$ cat src/source/core_mem_pkg.sv
`default_nettype none

package core_mem_pkg;

  // core side of the load/store port
  localparam int ADDR_W      = 32;
  localparam int CORE_DATA_W = 32;
  localparam int CORE_BE_W   = CORE_DATA_W / 8;

  // local data RAM geometry
  localparam int MEM_DATA_W     = 64;
  localparam int MEM_BE_W       = MEM_DATA_W / 8;
  localparam int DATA_RAM_BYTES = 4096;
  localparam int MEM_WORDS      = DATA_RAM_BYTES / MEM_BE_W;
  localparam int MEM_IDX_W      = $clog2(MEM_WORDS);

  // region decode on the upper address bits
  localparam int TAG_W = 12;
  localparam logic [TAG_W-1:0] LOCAL_TAG = 12'h001;

  typedef logic [ADDR_W-1:0]      addr_t;
  typedef logic [CORE_DATA_W-1:0] core_data_t;
  typedef logic [CORE_BE_W-1:0]   core_be_t;
  typedef logic [MEM_DATA_W-1:0]  mem_data_t;
  typedef logic [MEM_BE_W-1:0]    mem_be_t;
  typedef logic [MEM_IDX_W-1:0]   mem_idx_t;
  typedef logic [TAG_W-1:0]       region_tag_t;

  // where the next core response comes from
  typedef enum logic [0:0] {
    SRC_RAM = 1'b0,
    SRC_EXT = 1'b1
  } resp_src_e;

endpackage

`default_nettype wire

$ cat src/source/lsu_demux.sv
`timescale 1ns/1ps
`default_nettype none

module lsu_demux (
  input  wire logic                    clk,
  input  wire logic                    rst_n,

  input  wire logic                    core_req_i,
  input  wire core_mem_pkg::addr_t     core_addr_i,
  input  wire logic                    core_we_i,
  input  wire core_mem_pkg::core_be_t  core_be_i,
  input  wire core_mem_pkg::core_data_t core_wdata_i,
  output logic                         core_gnt_o,
  output logic                         core_rvalid_o,
  output core_mem_pkg::core_data_t     core_rdata_o,

  output logic                         loc_req_o,
  output core_mem_pkg::addr_t          loc_addr_o,
  output logic                         loc_we_o,
  output core_mem_pkg::core_be_t       loc_be_o,
  output core_mem_pkg::core_data_t     loc_wdata_o,
  input  wire logic                    loc_gnt_i,
  input  wire logic                    loc_rvalid_i,
  input  wire core_mem_pkg::core_data_t loc_rdata_i,

  output logic                         ext_req_o,
  output core_mem_pkg::addr_t          ext_addr_o,
  output logic                         ext_we_o,
  output core_mem_pkg::core_be_t       ext_be_o,
  output core_mem_pkg::core_data_t     ext_wdata_o,
  input  wire logic                    ext_gnt_i,
  input  wire logic                    ext_rvalid_i,
  input  wire core_mem_pkg::core_data_t ext_rdata_i
);

  import core_mem_pkg::*;

  region_tag_t req_tag;
  logic        is_ext;
  resp_src_e   resp_src_q;
  resp_src_e   resp_src_d;

  // anything outside the local tag goes to the external port
  assign req_tag = core_addr_i[ADDR_W-1 -: TAG_W];
  assign is_ext  = (req_tag != LOCAL_TAG);

  assign loc_req_o   = core_req_i & ~is_ext;
  assign loc_addr_o  = core_addr_i;
  assign loc_we_o    = core_we_i;
  assign loc_be_o    = core_be_i;
  assign loc_wdata_o = core_wdata_i;

  assign ext_req_o   = core_req_i & is_ext;
  assign ext_addr_o  = core_addr_i;
  assign ext_we_o    = core_we_i;
  assign ext_be_o    = core_be_i;
  assign ext_wdata_o = core_wdata_i;

  // grant comes from the addressed target and the source follows the request
  always_comb begin
    resp_src_d = resp_src_q;
    core_gnt_o = 1'b0;
    if (ext_req_o) begin
      core_gnt_o = ext_gnt_i;
      resp_src_d = SRC_EXT;
    end else if (loc_req_o) begin
      core_gnt_o = loc_gnt_i;
      resp_src_d = SRC_RAM;
    end
  end

  always_ff @(posedge clk or negedge rst_n) begin
    if (!rst_n) begin
      resp_src_q <= SRC_RAM;
    end else begin
      resp_src_q <= resp_src_d;
    end
  end

  // only one target can have a response in flight
  assign core_rvalid_o = loc_rvalid_i | ext_rvalid_i;
  assign core_rdata_o  = (resp_src_q == SRC_EXT) ? ext_rdata_i : loc_rdata_i;

endmodule

`default_nettype wire

$ cat config.mk
export PLATFORM = sky130hd
export DESIGN_NAME = lsu_demux
export DESIGN_NICKNAME = d
export VERILOG_FILES = /design/src/source/core_mem_pkg.sv /design/src/source/lsu_demux.sv
export SDC_FILE = /design/constraint.sdc
export NUM_CORES = 1
export LEC_CHECK = 0
export BUFFER_PORTS_ARGS = -buffer_cell sky130_fd_sc_hd__buf_2
export CAP_MARGIN = 20
export CORE_AREA = 10 10 113 115
export DETAILED_ROUTE_END_ITERATION = 8
export DIE_AREA = 0 0 123 125
export PLACE_DENSITY = 0.54
export SYNTH_ARGS = -nofsm -noshare
export SYNTH_HDL_FRONTEND = slang
export SYNTH_SLANG_ARGS = --single-unit
$ cat constraint.sdc
create_clock -name clk -period 1.7 [get_ports clk]
set_input_delay 0.17 -clock clk [delete_from_list [all_inputs] [get_ports clk]]
set_output_delay 0.17 -clock clk [all_outputs]
set_load 0.01 [all_outputs]
==> out/qor.yml <==
place:
  place.gp.congestion: 0.761
  placed_cell_area_um2: 1380
  hpwl_mm: 5.03
  portBuffers: 142
clocking:
  post_cts_buffers: 0
  post_cts_resized: 0
  insertion_delay_ns: 0
synthesis:
  syn_area_um2: 1550
  netlist-cell-type-count: 14
  ys_seq_elements: 1
  yosys_warnings: 0
  syn_area_per_cell_um2: 8.27
  ys_seq_area_frac: 0.0162
  synth_nets: 327
  synth_cells: 187
route:
  vias: 1071
  drtIter0Drc: 12
  viasPerCell: 3.25
  wl_per_cell_um: 16.6
  drt_first_pass_iters: 4
  wl_mm: 5.47
  ant_nets: 0
  drcViolationCount: 0
cells_and_area:
  final_common_cell: "buf_2"
  drive_gt1_frac: 0.942
  top_register: "resp_src_q"
  fin_nets: 332
  area_delta_synth_final_pct: -10.2
  reg.largest.list: "resp_src_q x1"
  largest_reg_flops: 1
  n_fill_cell: 1209
  final_cell_mix: "buf_2, mux2_2, nor4_1, nand2_1"
  postLayoutCellArea_um2: 1390
  antenna_cells: 0
global_route:
  grt_pass1_wl_mm: 7.47
  grt_pass1_vias: 1267
  grt_antenna_before_repair: 0
  grt_max_degree: 24
  grt-ovfl-total: 0
  grt_use_total: 0.0606
floorplanning:
  fp.dieH_um: 125
  die_x_um: 123
  rows: 38
  io-pin-count: 314
  start_util: 0.146
  die-area_um2: 15400
  fp.coreArea_um2: 10600
power_and_ir_drop:
  leakage_nw: 0.751
  max-vdd-ir-drop_uv: 113
  power_density_nw_per_um2: 213
setup_path:
  criticalPathCategory: "input pin to primary output"
  critPathRequiredTime_ns: 1.53
  cp-start-kind: "input pin"
  cp-end-kind: "primary output"
  path_max_fanout: 4
  arrival_ns: 1.20
sta:
  fin_tns_setup_ns: 0
  finalClockSkew_ns: 0
  fin_crit_sh: 0.805
  max_freq_mhz: 731
  final-setup-viol-count: 0
  rsz0062_at_grt: "false"
  relSlewSlack: 0.810
  fin_crit_ns: 1.37
  worst_pin_slew_ns: 0.282
  drv_slew: 0
  finalHoldViolations: 0
outcome:
  status: "complete, no violations"
hold_path:
  min_path_type: "input pin to primary output"
run:
  drv_cap: 0
## final timing paths
kind | cells after the start | startpoint | slack [ns] | end
hold reg to reg | 3 | resp_src_q | 0.79 | resp_src_q
hold / removal | 0 | core_wdata_i[25] | 0.34 | ext_wdata_o[25]
setup reg to reg | 3 | resp_src_q | 0.84 | resp_src_q
max in group asynchronous | 2 | rst_n | 1.12 | resp_src_q
min in group asynchronous | 2 | rst_n | 0.50 | resp_src_q
setup / recovery | 5 | core_addr_i[26] | 0.33 | core_gnt_o
## synthesized netlist by cell type (all sizes together)
master | n | area share
nor2 | 1 | 0.0024
mux2i | 1 | 0.0065
and2 | 1 | 0.0040
dfrtp | 1 | 0.016
nor2b | 1 | 0.0040
buf | 142 | 0.70
a21oi | 1 | 0.0032
nand2 | 2 | 0.0049
and3 | 1 | 0.0049
nor4b | 1 | 0.0097
mux2 | 32 | 0.23
or2 | 1 | 0.0040
nor4 | 2 | 0.0081
## metal layers
layer,GRT usage,share of wire,vias to the layer above
met5,0,0,-
met4,0.0199,0.033,0
met3,0.0576,0.23,31
met2,0.0920,0.41,141
met1,0.0567,0.33,430
li1,-,-,469
## worst max-delay path, stage by stage
cell and delay [ns]:
buf_2 0.11, nor4_1 0.31, and3_2 0.28, mux2i_1 0.18
buf_2 0.15
## final cells by class
class | instances | area (µm²) | share of cell area
multi-input combinational | 44 | 440 | 0.317
sequential | 1 | 25.0 | 0.0180
tap | 140 | 175 | 0.126
timing repair buffer | 145 | 748 | 0.539
## cell families after synthesis
logic type,after synthesis,synth area share
buffers and inverters,142,0.699
and+or+nand+nor,10,0.0421
muxes,33,0.239
DFF,1,0.0162
AOI/OAI and AO/OA,1,0.00323
## stage by stage
step | instances | power (mW) | setup slack (ns) | utilization | hold WS (ns)
finish | 330 | 0.295 | 0.332 | 0.131 | 0.340
global route | 330 | 0.321 | 0.212 | 0.131 | 0.340
CTS | 330 | 0.301 | 0.291 | 0.131 | 0.340
detailed placement | 329 | 0.298 | 0.297 | 0.130 | -0.0518
floorplan | 187 | 0.427 | 0.607 | - | -0.126
global placement | 329 | 0.295 | 0.340 | 0.130 | -0.0532
## power by group
group | switching [mW] | internal, mW
Sequential | 0.00000935 | 0.0242
Combinational | 0.124 | 0.147
Clock | 0 | 0
## repair_timing
action                                  in CTS  in global routing
endpoints found under the setup margin       0                  0
hold endpoints to repair                     1                  0
hold buffers                                 1                  0
(Power assumes the default switching activity.)
