$ cat config.mk
export PLATFORM = sky130hd
export DESIGN_NAME = ram_port_mux
export DESIGN_NICKNAME = d
export VERILOG_FILES = /design/src/source/core_mem_pkg.sv /design/src/source/ram_port_mux.sv
export SDC_FILE = /design/constraint.sdc
export NUM_CORES = 1
export LEC_CHECK = 0
export CAP_MARGIN = 20
export CORE_AREA = 2 2 154 156
export CTS_BUF_LIST = sky130_fd_sc_hd__clkbuf_2
export CTS_CLUSTER_SIZE = 10
export DETAILED_ROUTE_END_ITERATION = 12
export DIE_AREA = 0 0 156 158
export DONT_BUFFER_PORTS = 1
export PLACE_DENSITY = 0.3
export SETUP_SLACK_MARGIN = 0.15
export SLEW_MARGIN = 10
export SYNTH_ARGS = -nofsm -noshare
export SYNTH_HDL_FRONTEND = slang
export SYNTH_SLANG_ARGS = --single-unit
$ cat constraint.sdc
create_clock -name clk -period 1.6 [get_ports clk]
set_input_delay 0.24 -clock clk [delete_from_list [all_inputs] [get_ports clk]]
set_output_delay 0.24 -clock clk [all_outputs]
set_load 0.005 [all_outputs]
$ cat src/source/core_mem_pkg.sv
`default_nettype none

package core_mem_pkg;

  // core side of the load/store port
  localparam int ADDR_W      = 32;
  localparam int CORE_DATA_W = 32;
  localparam int CORE_BE_W   = CORE_DATA_W / 8;

  // local data RAM geometry
  localparam int MEM_DATA_W     = 64;
  localparam int MEM_BE_W       = MEM_DATA_W / 8;
  localparam int DATA_RAM_BYTES = 4096;
  localparam int MEM_WORDS      = DATA_RAM_BYTES / MEM_BE_W;
  localparam int MEM_IDX_W      = $clog2(MEM_WORDS);

  // region decode on the upper address bits
  localparam int TAG_W = 12;
  localparam logic [TAG_W-1:0] LOCAL_TAG = 12'h001;

  typedef logic [ADDR_W-1:0]      addr_t;
  typedef logic [CORE_DATA_W-1:0] core_data_t;
  typedef logic [CORE_BE_W-1:0]   core_be_t;
  typedef logic [MEM_DATA_W-1:0]  mem_data_t;
  typedef logic [MEM_BE_W-1:0]    mem_be_t;
  typedef logic [MEM_IDX_W-1:0]   mem_idx_t;
  typedef logic [TAG_W-1:0]       region_tag_t;

  // where the next core response comes from
  typedef enum logic [0:0] {
    SRC_RAM = 1'b0,
    SRC_EXT = 1'b1
  } resp_src_e;

endpackage

`default_nettype wire

$ cat src/source/ram_port_mux.sv
`timescale 1ns/1ps
`default_nettype none

module ram_port_mux (
  input  wire logic                     clk,
  input  wire logic                     rst_n,

  // wide host port without a grant
  input  wire logic                     host_req_i,
  input  wire logic                     host_we_i,
  input  wire core_mem_pkg::mem_idx_t   host_idx_i,
  input  wire core_mem_pkg::mem_be_t    host_be_i,
  input  wire core_mem_pkg::mem_data_t  host_wdata_i,
  output core_mem_pkg::mem_data_t       host_rdata_o,

  // 32-bit core port
  input  wire logic                     loc_req_i,
  input  wire logic                     loc_we_i,
  input  wire core_mem_pkg::addr_t      loc_addr_i,
  input  wire core_mem_pkg::core_be_t   loc_be_i,
  input  wire core_mem_pkg::core_data_t loc_wdata_i,
  output logic                          loc_gnt_o,
  output logic                          loc_rvalid_o,
  output core_mem_pkg::core_data_t      loc_rdata_o,

  // RAM side
  output logic                          ram_en_o,
  output logic                          ram_we_o,
  output core_mem_pkg::mem_idx_t        ram_idx_o,
  output core_mem_pkg::mem_be_t         ram_be_o,
  output core_mem_pkg::mem_data_t       ram_wdata_o,
  input  wire core_mem_pkg::mem_data_t  ram_rdata_i
);

  import core_mem_pkg::*;

  mem_idx_t  loc_idx;
  logic      loc_half;
  mem_be_t   loc_be_wide;
  mem_data_t loc_wdata_wide;
  logic      gnt_q;
  logic      half_q;

  // word index above the byte offset and bit 2 for the half
  assign loc_idx  = loc_addr_i[$clog2(MEM_BE_W) +: MEM_IDX_W];
  assign loc_half = loc_addr_i[$clog2(CORE_BE_W)];

  // fold the core access onto one half of the 64-bit word
  assign loc_be_wide    = loc_half ? {loc_be_i, {CORE_BE_W{1'b0}}}
                                   : {{CORE_BE_W{1'b0}}, loc_be_i};
  assign loc_wdata_wide = {loc_wdata_i, loc_wdata_i};

  // host has fixed priority
  assign loc_gnt_o = loc_req_i & ~host_req_i;

  always_comb begin
    ram_en_o    = host_req_i | loc_req_i;
    ram_we_o    = loc_we_i;
    ram_idx_o   = loc_idx;
    ram_be_o    = loc_be_wide;
    ram_wdata_o = loc_wdata_wide;
    if (host_req_i) begin
      ram_we_o    = host_we_i;
      ram_idx_o   = host_idx_i;
      ram_be_o    = host_be_i;
      ram_wdata_o = host_wdata_i;
    end
  end

  // core response follows the grant by one cycle
  always_ff @(posedge clk or negedge rst_n) begin
    if (!rst_n) begin
      gnt_q  <= 1'b0;
      half_q <= 1'b0;
    end else begin
      gnt_q <= loc_gnt_o;
      if (loc_gnt_o) begin
        half_q <= loc_half;
      end
    end
  end

  assign loc_rvalid_o = gnt_q;
  assign loc_rdata_o  = half_q ? ram_rdata_i[MEM_DATA_W-1:CORE_DATA_W]
                               : ram_rdata_i[CORE_DATA_W-1:0];

  // RAM output already lags the host strobe by one cycle
  assign host_rdata_o = ram_rdata_i;

endmodule

`default_nettype wire

==> summary.txt <==
status -> finished, final reports clean
Chip Height -> 158 um
GPL Wtd Cong -> 0.731
postcts setup bufs -> 0
initial antenna violation count -> 3
Max IR drop VDD -> 0.000242 V
FF-to-FF Start -> half_q$_DFFE_PN0P_
Avg WL per Cell -> 19.0 um
Antenna Nets Post-Route -> 0
clock root cell -> clkbuf_2
critical path capture point type -> output pin
setup TNS -> 0 ns
Pwr Density -> 362 mW/mm2
critical path type -> reg2out
layout filler cell count -> 2702
CP startpoint kind -> flip-flop
post-synth net total -> 525
Yosys cell types -> 13
fin nets -> 452
LEAKAGE -> 0.776 nW
final setup fails -> 0
commonest non-fill, non-tap cells in the layout -> nand2_1, mux2_2, nand2b_1, o21ai_0, a22o_1
Data arrival, critical path -> 1.17 ns
layout cell share with drive strength beyond 1 -> 0.216
#FFs+latches synth -> 2
Tightest Hold Check Type -> in2reg
post-route DRC violation count -> 0
register area share after synthesis -> 0.0257
placed wire-length estimate -> 8730 um
total gr overflow -> 0
placed inst area -> 0.00171 mm2
worst hold path cell count -> 1
Mapped Cells -> 306
Die X -> 156 um
reg2reg end -> half_q$_DFFE_PN0P_
min cycle time layout -> 1.41 ns
commonest non-fill, non-tap cell in the layout -> nand2_1
vias in the first global route -> 1443
clock power share -> 0.130
TritonCTS clock tree -> built
Hold Fails Final Rpt -> 0
Max Root-Sink Buffers -> 2
Yosys warnings -> 0
Final Instance Area -> 0.00177 mm2
worst-skew pair later-pin latency -> 0.20 ns
Slew Limit Fails -> 0
Worst EP required -> 1.36 ns
CP Launch Point -> half_q$_DFFE_PN0P_
P_int -> 0.348 mW
Sw Ratio -> 0.457
clk slew on worst S/H paths -> 0.04 ns
DR vias -> 1734
Worst Skew -> 0 ns
row cnt -> 56
combinational power share -> 0.770
Worst Max-Slew Pin Slew -> 0.304 ns
switching power -> 0.293 mW
Overall Global Routing Usage -> 0.0626
DR iter-0 viols -> 72
total wire length -> 9930 um
io pins -> 400
RSZ-0062 raised after global routing -> false
largest net degree at the start of global routing -> 123
first-pass GRT wire length -> 10800 um
worst setup path end -> loc_rdata_o[18]
Num CTS Buffers -> 3
fin crit share -> 0.879
# H-tree levels -> 1
Power, Total -> 0.641 mW
Clock Sinks -> 2
Synth Cell Area -> 0.00195 mm2
WHS -> 0.196 ns
Slew headroom -> 0.795
routed vias/inst -> 3.31
crit-path max FO -> 16
flop2flop setup slack -> 0.78 ns
Initial DRT Pass Iterations -> 4
Layout area overhead -> -9.13%
Mean Syn Cell Area -> 6.36 um2
Worst R2R Path Depth -> 1
CORE AREA -> 0.0231 mm2
Initial Utilization -> 0.0845
PortBufs -> 0
power share of the sequential group -> 0.100
max capacitance violation total -> 0
Die ar. -> 0.0246 mm2
maximum clock rate -> 711 MHz
-- cell type report --
cell class	instances	area, um2	area share
tap	290	363	0.205
antenna	3	7.51	0.00424
clock buffer	3	15.0	0.00849
timing repair buffer	3	55.1	0.0311
multi-input combinational	223	1280	0.722
sequential	2	51.3	0.0290
-- critical path, stage by stage, from the launching register on --
cell and delay, ns:
dfrtp_2 0.41, clkbuf_16 0.20, mux2_2 0.36
-- routing by layer --
layer  global-route usage  wire length [um]  vias to the layer above  share of wire
met1               0.0524              3070                      727           0.31
met2                0.130              5240                      228           0.53
met4               0.0227               334                        0          0.034
met5                    0                 0                        -              0
li1                     -                 -                      755              -
met3               0.0249              1290                       24           0.13
-- state kept, by name, indices dropped and copies added (netlist names) --
signal / cells
half_q: 1
loc_rvalid_o: 1
-- power by group through the flow --
stage | combinational (mW) | sequential (mW) | clock [mW]
after floorplan | 0.575 | 0.0575 | 0
after global placement | 0.481 | 0.0612 | 0
after CTS | 0.478 | 0.0605 | 0.0909
after global routing | 0.543 | 0.0640 | 0.0962
after detailed placement | 0.470 | 0.0615 | 0
final | 0.494 | 0.0639 | 0.0833
-- cells by family after synthesis --
group	count (synthesis)	synth area share
AND/OR/NAND/NOR	172	0.379
buffers and inverters	81	0.318
flip-flops	2	0.0257
AO/OA/AOI/OAI	8	0.0283
multiplexers	43	0.249
-- synthesized netlist by cell type --
library cell / count / share of area
nor2_1: 1 / 0.0019
or2_2: 1 / 0.0032
dfrtp_1: 2 / 0.026
buf_2: 3 / 0.0077
o21ai_0: 4 / 0.010
a22o_1: 4 / 0.018
nand2_1: 134 / 0.26
nand2b_1: 34 / 0.11
mux2_2: 43 / 0.25
clkbuf_1: 3 / 0.0058
buf_4: 67 / 0.26
buf_6: 8 / 0.046
nor2b_1: 2 / 0.0064
-- worst min path at each step --
stage / from / end / slack [ns]
detailed placement: rst_n / half_q$_DFFE_PN0P_ / -0.06
global placement: rst_n / half_q$_DFFE_PN0P_ / -0.06
CTS: loc_addr_i[2] / half_q$_DFFE_PN0P_ / 0.18
global route: loc_addr_i[2] / half_q$_DFFE_PN0P_ / 0.18
finish: loc_addr_i[2] / half_q$_DFFE_PN0P_ / 0.20
floorplan: rst_n / half_q$_DFFE_PN0P_ / -0.06
-- timing repair --
item / CTS / global route
endpoints found under the hold margin: 2 / 0
resized for setup: 0 / 1
pin swaps: 0 / 0
hold buffers: 1 / 0
setup endpoints to repair: 1 / 32
cloned: 0 / 1
-- stage by stage --
stage            util  std cells  setup WS (ns)
5_1_grt        0.0766        523          0.152
3_3_place_gp   0.0742        516          0.379
4_1_cts        0.0753        520          0.149
2_1_floorplan       -        306          0.362
6_report       0.0767        524          0.194
3_5_place_dp   0.0742        516          0.374
No activity file was read; power rests on OpenSTA's default activity.
